--- config.mk ---
export PLATFORM = sky130hd
export DESIGN_NAME = frogger_top
export DESIGN_NICKNAME = d
export VERILOG_FILES = /design/src/frog_pkg.sv /design/src/level_patterns.sv /design/src/obstacle_field.sv /design/src/frog_control.sv /design/src/game_control.sv /design/src/frame_compose.sv /design/src/frogger_top.sv
export VERILOG_INCLUDE_DIRS = /design/src
export SDC_FILE = /design/constraint.sdc
export NUM_CORES = 1
export LEC_CHECK = 0
export ABC_CLOCK_PERIOD_IN_PS = 17750
export BUFFER_PORTS_ARGS = -buffer_cell sky130_fd_sc_hd__buf_2
export CAP_MARGIN = 20
export CORE_ASPECT_RATIO = 1.2
export CORE_MARGIN = 2
export CORE_UTILIZATION = 66
export DETAILED_ROUTE_END_ITERATION = 6
export GPL_TIMING_DRIVEN = 0
export PLACE_DENSITY = 0.92
export SLEW_MARGIN = 20
export SYNTH_ARGS = -nofsm -noshare
export SYNTH_HDL_FRONTEND = slang
export SYNTH_SLANG_ARGS = --single-unit
--- constraint.sdc ---
create_clock -name clock_50 -period 17.75 [get_ports clock_50]
set_input_delay 2.6625 -clock clock_50 [delete_from_list [all_inputs] [get_ports clock_50]]
set_output_delay 2.6625 -clock clock_50 [all_outputs]
set_load 0.02 [all_outputs]
--- src/frog_defs.svh ---
`ifndef FROG_DEFS_SVH
`define FROG_DEFS_SVH

// Matrix is square, rows and columns share this size
`define FROG_ROWS 8
`define FROG_START_COL 4

// Game limits
`define FROG_LIVES 3
`define FROG_LEVELS 4

// Clock cycles between two obstacle steps
`define FROG_STEP_CYCLES 64

`endif

--- src/frog_pkg.sv ---
`default_nettype none

`include "frog_defs.svh"

package frog_pkg;

	typedef logic [`FROG_ROWS-1:0] row_t;
	typedef logic [$clog2(`FROG_ROWS)-1:0] coord_t;
	typedef logic [$clog2(`FROG_LIVES+1)-1:0] lives_t;
	typedef logic [$clog2(`FROG_LEVELS)-1:0] level_t;

	typedef enum logic [2:0] {
		PHASE_IDLE,
		PHASE_PLAY,
		PHASE_LEVEL_DONE,
		PHASE_WON,
		PHASE_LOST
	} game_phase_t;

endpackage

`default_nettype wire

--- src/level_patterns.sv ---
`default_nettype none

`include "frog_defs.svh"

module level_patterns (
	input wire frog_pkg::level_t level,
	output frog_pkg::row_t pattern_rows [`FROG_ROWS]
);

	// Rows listed bottom first, start and goal rows stay clear
	always_comb begin
		case (level)
			2'd0: pattern_rows = '{
				8'b00000000, 8'b00000000, 8'b11001100, 8'b00000000,
				8'b00100100, 8'b10001000, 8'b00000000, 8'b00000000
			};
			2'd1: pattern_rows = '{
				8'b00000000, 8'b00000000, 8'b11100110, 8'b00010000,
				8'b10000010, 8'b00000000, 8'b01000100, 8'b00000000
			};
			2'd2: pattern_rows = '{
				8'b00000000, 8'b00100000, 8'b11001100, 8'b00000000,
				8'b01100101, 8'b10000001, 8'b10110010, 8'b00000000
			};
			// Densest field for the last level
			default: pattern_rows = '{
				8'b00000000, 8'b00000010, 8'b11001100, 8'b00000101,
				8'b01100100, 8'b00001100, 8'b01110001, 8'b00000000
			};
		endcase
	end

endmodule

`default_nettype wire

--- src/obstacle_field.sv ---
`default_nettype none

`include "frog_defs.svh"

module obstacle_field (
	input wire logic clock_50,
	input wire logic rst,
	input wire logic playing,
	input wire logic load_level,
	input wire frog_pkg::level_t level,
	output frog_pkg::row_t field_rows [`FROG_ROWS]
);

	localparam int CNT_W = $clog2(`FROG_STEP_CYCLES);
	localparam int STEP_LAST = `FROG_STEP_CYCLES - 1;

	frog_pkg::level_t pattern_level;
	frog_pkg::row_t pattern_rows [`FROG_ROWS];
	logic [CNT_W-1:0] step_cnt;
	logic step;

	// ====================
	// Level table
	// ====================

	// Reset always brings back the first level
	assign pattern_level = rst ? frog_pkg::level_t'(0) : level;

	level_patterns u_level_patterns (
		.level(pattern_level),
		.pattern_rows(pattern_rows)
	);

	// ====================
	// Step prescaler
	// ====================

	assign step = playing && (step_cnt == STEP_LAST[CNT_W-1:0]);

	always_ff @(posedge clock_50) begin
		if (rst || load_level) begin
			step_cnt <= '0;
		end else if (playing) begin
			if (step) begin
				step_cnt <= '0;
			end else begin
				step_cnt <= step_cnt + 1'b1;
			end
		end
	end

	// ====================
	// Row registers
	// ====================

	// Even rows drift left, odd rows drift right
	always_ff @(posedge clock_50) begin
		if (rst || load_level) begin
			field_rows <= pattern_rows;
		end else if (step) begin
			for (int r = 0; r < `FROG_ROWS; r++) begin
				if (r % 2 == 0) begin
					field_rows[r] <= {field_rows[r][`FROG_ROWS-2:0], field_rows[r][`FROG_ROWS-1]};
				end else begin
					field_rows[r] <= {field_rows[r][0], field_rows[r][`FROG_ROWS-1:1]};
				end
			end
		end
	end

endmodule

`default_nettype wire

--- src/frog_control.sv ---
`default_nettype none

`include "frog_defs.svh"

module frog_control (
	input wire logic clock_50,
	input wire logic rst,
	input wire logic playing,
	input wire logic frog_reset,
	input wire logic up_button,
	input wire logic down_button,
	input wire logic left_button,
	input wire logic right_button,
	output frog_pkg::coord_t frog_row,
	output frog_pkg::coord_t frog_col
);

	localparam frog_pkg::coord_t LAST = frog_pkg::coord_t'(`FROG_ROWS - 1);
	localparam frog_pkg::coord_t START_COL = frog_pkg::coord_t'(`FROG_START_COL);

	logic up_prev;
	logic down_prev;
	logic left_prev;
	logic right_prev;
	logic up_edge;
	logic down_edge;
	logic left_edge;
	logic right_edge;

	// Button levels from the previous edge
	always_ff @(posedge clock_50) begin
		if (rst) begin
			up_prev <= 1'b0;
			down_prev <= 1'b0;
			left_prev <= 1'b0;
			right_prev <= 1'b0;
		end else begin
			up_prev <= up_button;
			down_prev <= down_button;
			left_prev <= left_button;
			right_prev <= right_button;
		end
	end

	assign up_edge = up_button && !up_prev;
	assign down_edge = down_button && !down_prev;
	assign left_edge = left_button && !left_prev;
	assign right_edge = right_button && !right_prev;

	// One move per edge, up wins over down, down over left, left over right
	always_ff @(posedge clock_50) begin
		if (rst || frog_reset) begin
			frog_row <= '0;
			frog_col <= START_COL;
		end else if (playing) begin
			if (up_edge) begin
				if (frog_row != LAST) frog_row <= frog_row + 1'b1;
			end else if (down_edge) begin
				if (frog_row != '0) frog_row <= frog_row - 1'b1;
			end else if (left_edge) begin
				if (frog_col != '0) frog_col <= frog_col - 1'b1;
			end else if (right_edge) begin
				if (frog_col != LAST) frog_col <= frog_col + 1'b1;
			end
		end
	end

endmodule

`default_nettype wire

--- src/game_control.sv ---
`default_nettype none

`include "frog_defs.svh"

module game_control (
	input wire logic clock_50,
	input wire logic rst,
	input wire logic start_button,
	input wire logic collision,
	input wire frog_pkg::coord_t frog_row,
	output logic playing,
	output logic frog_reset,
	output logic load_level,
	output frog_pkg::level_t level,
	output frog_pkg::lives_t lives,
	output frog_pkg::game_phase_t phase
);

	localparam frog_pkg::coord_t GOAL_ROW = frog_pkg::coord_t'(`FROG_ROWS - 1);
	localparam frog_pkg::lives_t FULL_LIVES = frog_pkg::lives_t'(`FROG_LIVES);
	localparam frog_pkg::level_t LAST_LEVEL = frog_pkg::level_t'(`FROG_LEVELS - 1);

	logic start_prev;
	logic start_edge;
	logic goal;
	frog_pkg::game_phase_t phase_next;
	frog_pkg::lives_t lives_next;
	frog_pkg::level_t level_q;
	frog_pkg::level_t level_next;

	assign start_edge = start_button && !start_prev;
	assign goal = (frog_row == GOAL_ROW);
	assign playing = (phase == frog_pkg::PHASE_PLAY);

	// During a load pulse the field must already see the level being loaded
	assign level = level_next;

	// ====================
	// Phase FSM
	// ====================
	always_comb begin
		phase_next = phase;
		lives_next = lives;
		level_next = level_q;
		frog_reset = 1'b0;
		load_level = 1'b0;
		case (phase)
			frog_pkg::PHASE_IDLE: begin
				if (start_edge) phase_next = frog_pkg::PHASE_PLAY;
			end
			frog_pkg::PHASE_PLAY: begin
				if (collision) begin
					frog_reset = 1'b1;
					lives_next = lives - 1'b1;
					// Last life gone
					if (lives == frog_pkg::lives_t'(1)) phase_next = frog_pkg::PHASE_LOST;
				end else if (goal) begin
					frog_reset = 1'b1;
					if (level_q == LAST_LEVEL) begin
						phase_next = frog_pkg::PHASE_WON;
					end else begin
						phase_next = frog_pkg::PHASE_LEVEL_DONE;
					end
				end
			end
			frog_pkg::PHASE_LEVEL_DONE: begin
				if (start_edge) begin
					level_next = level_q + 1'b1;
					load_level = 1'b1;
					phase_next = frog_pkg::PHASE_PLAY;
				end
			end
			frog_pkg::PHASE_WON, frog_pkg::PHASE_LOST: begin
				// Fresh game from the first level
				if (start_edge) begin
					level_next = '0;
					lives_next = FULL_LIVES;
					load_level = 1'b1;
					frog_reset = 1'b1;
					phase_next = frog_pkg::PHASE_PLAY;
				end
			end
			default: phase_next = frog_pkg::PHASE_IDLE;
		endcase
	end

	always_ff @(posedge clock_50) begin
		if (rst) begin
			phase <= frog_pkg::PHASE_IDLE;
			lives <= FULL_LIVES;
			level_q <= '0;
			start_prev <= 1'b0;
		end else begin
			phase <= phase_next;
			lives <= lives_next;
			level_q <= level_next;
			start_prev <= start_button;
		end
	end

endmodule

`default_nettype wire

--- src/frame_compose.sv ---
`default_nettype none

`include "frog_defs.svh"

module frame_compose (
	input wire frog_pkg::game_phase_t phase,
	input wire frog_pkg::row_t field_rows [`FROG_ROWS],
	input wire frog_pkg::coord_t frog_row,
	input wire frog_pkg::coord_t frog_col,
	input wire frog_pkg::coord_t column_addr,
	output logic collision,
	output frog_pkg::row_t column_data
);

	localparam frog_pkg::coord_t LAST = frog_pkg::coord_t'(`FROG_ROWS - 1);

	// ====================
	// End screens, row 0 first
	// ====================
	localparam frog_pkg::row_t NEXT_SCREEN [`FROG_ROWS] = '{
		8'b00001000, 8'b00000100, 8'b00000010, 8'b11111111,
		8'b11111111, 8'b00000010, 8'b00000100, 8'b00001000
	};
	localparam frog_pkg::row_t WON_SCREEN [`FROG_ROWS] = '{
		8'b00000000, 8'b00000000, 8'b01111110, 8'b01111110,
		8'b00000000, 8'b01100110, 8'b01100110, 8'b00000000
	};
	localparam frog_pkg::row_t LOSE_SCREEN [`FROG_ROWS] = '{
		8'b01000010, 8'b01000010, 8'b00111100, 8'b00000000,
		8'b10011001, 8'b01100110, 8'b01100110, 8'b10011001
	};

	frog_pkg::row_t frog_bit;
	frog_pkg::row_t hit_rows;
	frog_pkg::row_t frame_rows [`FROG_ROWS];

	// Column c lives in bit 7-c of a row
	assign frog_bit = frog_pkg::row_t'({1'b1, {(`FROG_ROWS-1){1'b0}}}) >> frog_col;

	always_comb begin
		for (int r = 0; r < `FROG_ROWS; r++) begin
			if (frog_pkg::coord_t'(r) == frog_row) begin
				hit_rows[r] = |(field_rows[r] & frog_bit);
				frame_rows[r] = field_rows[r] | frog_bit;
			end else begin
				hit_rows[r] = 1'b0;
				frame_rows[r] = field_rows[r];
			end
		end
		case (phase)
			frog_pkg::PHASE_LEVEL_DONE: frame_rows = NEXT_SCREEN;
			frog_pkg::PHASE_WON: frame_rows = WON_SCREEN;
			frog_pkg::PHASE_LOST: frame_rows = LOSE_SCREEN;
			default: ;
		endcase
	end

	assign collision = (phase == frog_pkg::PHASE_PLAY) && |hit_rows;

	// Column scan, row 0 lands on the top bit
	always_comb begin
		for (int r = 0; r < `FROG_ROWS; r++) begin
			column_data[`FROG_ROWS-1-r] = frame_rows[r][LAST - column_addr];
		end
	end

endmodule

`default_nettype wire

--- src/frogger_top.sv ---
`default_nettype none

`include "frog_defs.svh"

module frogger_top (
	input wire logic clock_50,
	input wire logic rst,
	input wire logic start_button,
	input wire logic up_button,
	input wire logic down_button,
	input wire logic left_button,
	input wire logic right_button,
	input wire frog_pkg::coord_t column_addr,
	output frog_pkg::row_t column_data,
	output frog_pkg::lives_t lives,
	output frog_pkg::level_t level,
	output frog_pkg::game_phase_t phase
);

	logic playing;
	logic frog_reset;
	logic load_level;
	logic collision;
	frog_pkg::row_t field_rows [`FROG_ROWS];
	frog_pkg::coord_t frog_row;
	frog_pkg::coord_t frog_col;

	game_control u_game_control (
		.clock_50(clock_50),
		.rst(rst),
		.start_button(start_button),
		.collision(collision),
		.frog_row(frog_row),
		.playing(playing),
		.frog_reset(frog_reset),
		.load_level(load_level),
		.level(level),
		.lives(lives),
		.phase(phase)
	);

	frog_control u_frog_control (
		.clock_50(clock_50),
		.rst(rst),
		.playing(playing),
		.frog_reset(frog_reset),
		.up_button(up_button),
		.down_button(down_button),
		.left_button(left_button),
		.right_button(right_button),
		.frog_row(frog_row),
		.frog_col(frog_col)
	);

	obstacle_field u_obstacle_field (
		.clock_50(clock_50),
		.rst(rst),
		.playing(playing),
		.load_level(load_level),
		.level(level),
		.field_rows(field_rows)
	);

	frame_compose u_frame_compose (
		.phase(phase),
		.field_rows(field_rows),
		.frog_row(frog_row),
		.frog_col(frog_col),
		.column_addr(column_addr),
		.collision(collision),
		.column_data(column_data)
	);

endmodule

`default_nettype wire

### Word-level counts from Yosys, hierarchy flattened

Cells that the tools add are included.

* bitwise gates (word level): 18
* shift operators: 1
* multiplexer cells: 63
* equality and inequality tests: 26
* $lt $le $gt $ge: 1
* $add $sub $neg: 8
* reductions and logical operators: 41

Operator list (count)
* case mux 64 bit (3 select lines): 1
* case mux 54 bit (3 select lines): 1
* 2-to-1 mux 64 bit: 2
* OR reduction 8 bit: 9
* bitwise AND 8 bit: 8
* 2-to-1 mux 8 bit: 8
* OR 8 bit: 8
* 2-to-1 mux 3 bit: 12
* binary-select mux 1 bit (select 3 bit): 8
* 2-to-1 mux 1 bit: 21
* equality test 3 bit, first input constant: 4
* != test 3 bit, second input constant: 4
* nonzero test 2 bit: 6
* 2-to-1 mux 2 bit: 5
* case mux 2 bit (2 select lines): 2
* >> shifter 8 x 3 -> 8 bit, first input constant: 1
* logical AND 1 bit: 7
* adder 3 x 1 -> 3 bit, second input constant: 2
* adder 6 x 1 -> 6 bit, second input constant: 1
* equality test 2 x 3 -> 1 bit, first input constant: 2
* equality test 3 x 2 -> 1 bit, second input constant: 2
* equality test 3 bit, second input constant: 2
* equality test 6 bit, second input constant: 1
* logical NOT 3 bit: 2
* 25 further kinds: 39

* input bits: 10
* output and inout port bits: 15
* word-level logic and storage cells: 177
* flip-flop bits (word level): 88

### Logic depth before layout (Yosys ltp)

* depth after elaboration: 9
* gate-level depth with buffers: 13
* gate-level depth less buffers: 12

### Modules after synthesis

From an unflattened synthesis, not the netlist that was laid out.

* cells, all modules: 793
* area, all modules: 6635.1 µm²

By module, submodules not included
* obstacle_field: instances 1, cells each 305, area an instance 3037.9 µm², seq. area each 2042.0 µm²
* frame_compose: instances 1, cells each 287, area an instance 1950.6 µm², seq. area each 0.0 µm²
* frog_control: instances 1, cells each 63, area an instance 564.3 µm², seq. area each 200.2 µm²
* game_control: instances 1, cells each 68, area an instance 558.0 µm², seq. area each 160.2 µm²
* level_patterns: instances 1, cells each 70, area an instance 524.3 µm², seq. area each 0.0 µm²

### Worst setup path before layout

Ideal clock, no wire load.

* kind: input -> output
* start: in column_addr[0]
* end: out column_data[5]
* data required time: 15.087 ns
* path buffers: 3
* path slack: 10.849 ns
* arrival time: 4.238 ns
* stages: 7
* cells stage by stage: clkbuf_1 -> or3_1 -> clkbuf_1 -> clkbuf_1 -> o22ai_1 -> o22ai_1 -> o21ai_0

* word-level cells in the longest chain between the ends: 3

RTL lines
* start: declaration: RTL line frogger_top.sv:13 `input wire frog_pkg::coord_t column_addr,`
* subtractor 3 bit: RTL line frame_compose.sv:63 `` column_data[`FROG_ROWS-1-r] = frame_rows[r][LAST - column_addr]; ``
* binary-select mux 1 bit (select 3 bit): RTL line frame_compose.sv:63
* 2-to-1 mux 1 bit (implied by the code): RTL line frame_compose.sv:63
* end: declaration: RTL line frogger_top.sv:14 `output frog_pkg::row_t column_data,`

Every way passes these cells. The select of a mux whose other input is x is not followed.

### Final worst setup path

* start: in start_button
* end: out level[0]

* word-level cells in the longest chain between the ends: 3
* elaborated cells between the ends (all ways): 4
* classes of those cells: mux: 3; reduce/logical: 1

RTL lines
* start: declaration: RTL line frogger_top.sv:8 `input wire logic start_button,`
* logical AND 1 bit (*): RTL line game_control.sv:31 `assign start_edge = start_button && !start_prev;`
* 2-to-1 mux 2 bit (on tied branches): RTL line game_control.sv:75, game_control.sv:67
* case mux 2 bit (2 select lines) (*): RTL line game_control.sv:47 `case (phase)`
* end: declaration: RTL line frogger_top.sv:16 `output frog_pkg::level_t level,`

Mark *: on every way between the ends. The rest lies on a longest branch, timed or not.

==> impl_metrics.py <==
metrics = {
    "outcome": {
        "status": "finished with violations",
        "failed_checks": "DRC",
    },
    "setup_path": {
        "critPathSlowestCell": "a221oi_1",
        "worstPathArrival_ns": 4.80,
        "worstPathCellList": "buf_2 > nor2b_1 > inv_1 > ha_1 > a22o_1 > a221oi_1 > inv_1 > buf_2",
        "critPathBufInv": 4,
        "cp-start-kind": "input port",
        "worstReg2RegEnd": "u_obstacle_field.field_rows[13]$_DFFE_PP_",
        "slowest_delay_ns": 0.65,
        "worstRegToRegCells": 11,
        "rrSetupSlack_ns": 14.32,
        "crit_path_max_fanout": 4,
        "r2r-start": "u_game_control.start_prev$_SDFF_PP0_",
        "end_kind": "primary output",
        "startpoint": "start_button",
        "critPathKind": "input port to primary output",
        "cp_data_required_time_ns": 15.09,
        "cp_top_family": "compound AO/OA/AOI/OAI gates",
    },
    "synth": {
        "synthTopCellsByArea": "edfxtp_1, dfxtp_1, a21oi_1",
        "synth-edff-count": 64,
        "synth-seq-cells": 88,
        "synth_fp_nets": 668,
        "syn_inst": 642,
        "synthesis.area_mm2": 0.00578,
        "synth_flop_cell": "edfxtp_1",
        "netlist.area_leader.share": 0.332,
        "syn_avg_cell_area_um2": 9.00,
        "yosys.area.top_type": "edfxtp_1",
        "ys_async_sr_fraction": 0,
        "yosysWarningCount": 0,
        "seq_area_frac_synth": 0.416,
        "synth_cell_types": 68,
    },
    "min_path": {
        "whs_path_depth": 2,
        "worstHoldStart": "u_obstacle_field.step_cnt[1]$_SDFFE_PN0P_",
        "hold_path.class": "flop to flop",
        "hold_end": "u_obstacle_field.step_cnt[1]$_SDFFE_PN0P_",
    },
    "cells_and_area": {
        "fin_util": 0.734,
        "layout.nets": 703,
        "drive_above_1_share": 0.107,
        "multiInputGateArea_mm2": 0.00309,
        "diodes": 0,
        "register_area_mm2": 0.00240,
        "n_fill_cell": 641,
        "area_delta_synth_final_pct": 8.68,
        "finish.instance_area_mm2": 0.00628,
    },
    "global_routing": {
        "grt_first_pass_wirelength_mm": 29.2,
        "gr-total-overflow": 0,
        "track_usage": 0.419,
        "grt_max_degree": 26,
        "antenna_found_initial": 0,
        "grt_pass1_vias": 5210,
    },
    "sta": {
        "tightestPinTransition_ns": 0.843,
        "max_freq_ghz": 0.134,
        "whs_ns": 0.500,
        "period_share": 0.420,
        "finalSetupViolCount": 0,
        "fin_worst_skew_ns": 0.0191,
        "rsz0062_at_grt": "false",
        "slew_headroom": 0.436,
        "setup-tns-final_ns": 0,
        "hold_viol": 0,
        "drv_slew": 0,
        "fin_crit_ns": 7.46,
    },
    "drt": {
        "wl_per_cell_um": 24.3,
        "ant_nets": 0,
        "vias": 5591,
        "first_iter_violations": 887,
        "drc": 1,
        "dr.pass1.iters": 7,
        "via_per_inst": 7.00,
        "drt-total-wl_mm": 19.4,
    },
    "placement": {
        "dpl.hpwl_mm": 14.4,
        "port_buffers": 22,
        "place_area_mm2": 0.00610,
        "gp_congestion": 1.00,
    },
    "cts": {
        "cts_hold_buf": 0,
        "clockBufferDepth": 2,
        "post_cts_buffers": 0,
        "cts_root_buffer": "clkbuf_8",
        "clock-sinks": 88,
        "tritoncts": "yes",
        "htreeDepth": 3,
        "worstSkewPairLatency_ns": 0.39,
        "cts_resized": 0,
        "clkTransAtPathRegs_ns": 0.09,
        "cts_made_buffers": 9,
    },
    "power_and_ir_drop": {
        "p_leak_nw": 2.50,
        "p_per_area_mw_per_mm2": 77.8,
        "total_power_mw": 0.489,
        "vdd_drop_max_uv": 65.2,
    },
    "job": {
        "cap_violations": 0,
    },
    "floorplan": {
        "core_mm2": 0.00856,
        "start_util": 0.675,
        "chipWidth_um": 89.4,
        "fp-row-count": 37,
        "chipHeight_um": 107,
        "num_io_pins": 25,
        "fp.dieArea_mm2": 0.00953,
    },
}
[stage by stage]
stage	std cells	setup WS (ns)
after floorplan	642	10.85
after global placement	781	9.72
after detailed placement	783	10.39
after CTS	799	10.37
after global routing	799	10.17
final	799	10.29
[layout make-up]
cell class	count	share of cell area
tap	117	0.0233
timing repair buffer	24	0.0263
inverter	17	0.0102
sequential	88	0.382
buffer	55	0.0380
clock inverter	5	0.00597
clock buffer	11	0.0225
multi-input combinational	482	0.491
[registers in the layout, indices dropped and copies added, names as in the netlist]
name	count
u_game_control.lives	2
u_frog_control.right_prev	1
u_frog_control.up_prev	1
u_obstacle_field.field_rows	64
u_frog_control.frog_row	3
u_game_control.phase	3
u_obstacle_field.step_cnt	6
u_frog_control.frog_col	3
u_frog_control.left_prev	1
u_game_control.level_q	2
u_game_control.start_prev	1
u_frog_control.down_prev	1
[cell usage in the layout (no fill, tap or decap), drive strengths merged, types with 4 or more instances in the layout]
cell type and instances:
a21oi 82, edfxtp 64, nand2 63, clkbuf 49
and3 42, buf 41, nor2 37, o21ai 36
dfxtp 24, inv 19, o22ai 18, ha 15
a211oi 14, nor2b 13, mux2i 12, a21o 10
nand3 10, or3b 10, or3 9, nor3b 9
o21a 8, and2 8, a211o 7, nor3 7
nand2b 6, xnor2 6, mux2 6, o32a 4
a32oi 4, o211ai 4, nand4 4, o311ai 4
a22oi 4
[worst register-to-register path: cells and delay by family, from the launching register on]
| kind | cells | cell delay (ns) |
|---|---|---|
| buffers and inverters | 3 | 0.46 |
| adder cells (fa/ha/maj) | 2 | 0.46 |
| flip-flops | 1 | 0.31 |
| AND/OR/NAND/NOR | 3 | 0.95 |
| AO/OA/AOI/OAI | 3 | 0.99 |
[Yosys cell counts, types with 3 or more instances]
library cell,count
a22oi_1,3
nand2b_1,6
nor3b_1,8
o211ai_1,4
a21oi_1,82
a31oi_1,3
mux2i_1,12
nand3_1,10
a32oi_1,4
buf_2,8
buf_1,5
or3b_1,10
nand2_1,63
inv_1,14
xor2_1,3
a211o_1,7
a21o_1,10
and2_1,5
inv_2,3
o21ai_1,6
xnor2_1,6
o32a_1,4
and3_1,42
nor2b_1,13
o21ai_0,30
or3_1,9
nor2_1,37
edfxtp_1,64
ha_1,15
and2_0,3
o21a_1,8
dfxtp_1,24
clkbuf_1,38
nand4_1,3
nor3_2,6
o311ai_0,3
o32ai_1,3
o22ai_1,18
a211oi_1,13
[report_power, final]
part / internal, mW / leakage, nW / switching, mW / total (mW)
clock network: 0.0556 / 0.0863 / 0.0813 / 0.137
logic: 0.0380 / 1.58 / 0.0653 / 0.103
registers: 0.234 / 0.840 / 0.0144 / 0.248
[metal layers]
metal  share of wire  track usage
met1            0.37        0.570
met2            0.45        0.621
met3            0.13        0.114
met4           0.050        0.188
met5               0            0
[logic make-up (layout without fill, tap and decap cells)]
logic type	count (synthesis)	in the layout	share of synthesized area
flops	88	88	0.416
simple gates	223	223	0.211
fa+ha+maj	16	16	0.0359
compound gates	216	216	0.237
xor+xnor	9	9	0.0136
buf+inv	72	112	0.0524
mux	18	18	0.0338
[worst max path at each step]
stage                                                         end  slack (ns)  cells after the start
global route                                       column_data[2]       10.17                      9
global placement    u_obstacle_field.field_rows[61]$_SDFFCE_PN0P_        9.72                      4
floorplan                                          column_data[5]       10.85                      7
detailed placement                                       level[0]       10.39                      8
CTS                                                      level[0]       10.37                      8
finish                                                   level[0]       10.29                      8
Note: power is estimated with default switching activity, not from simulation.
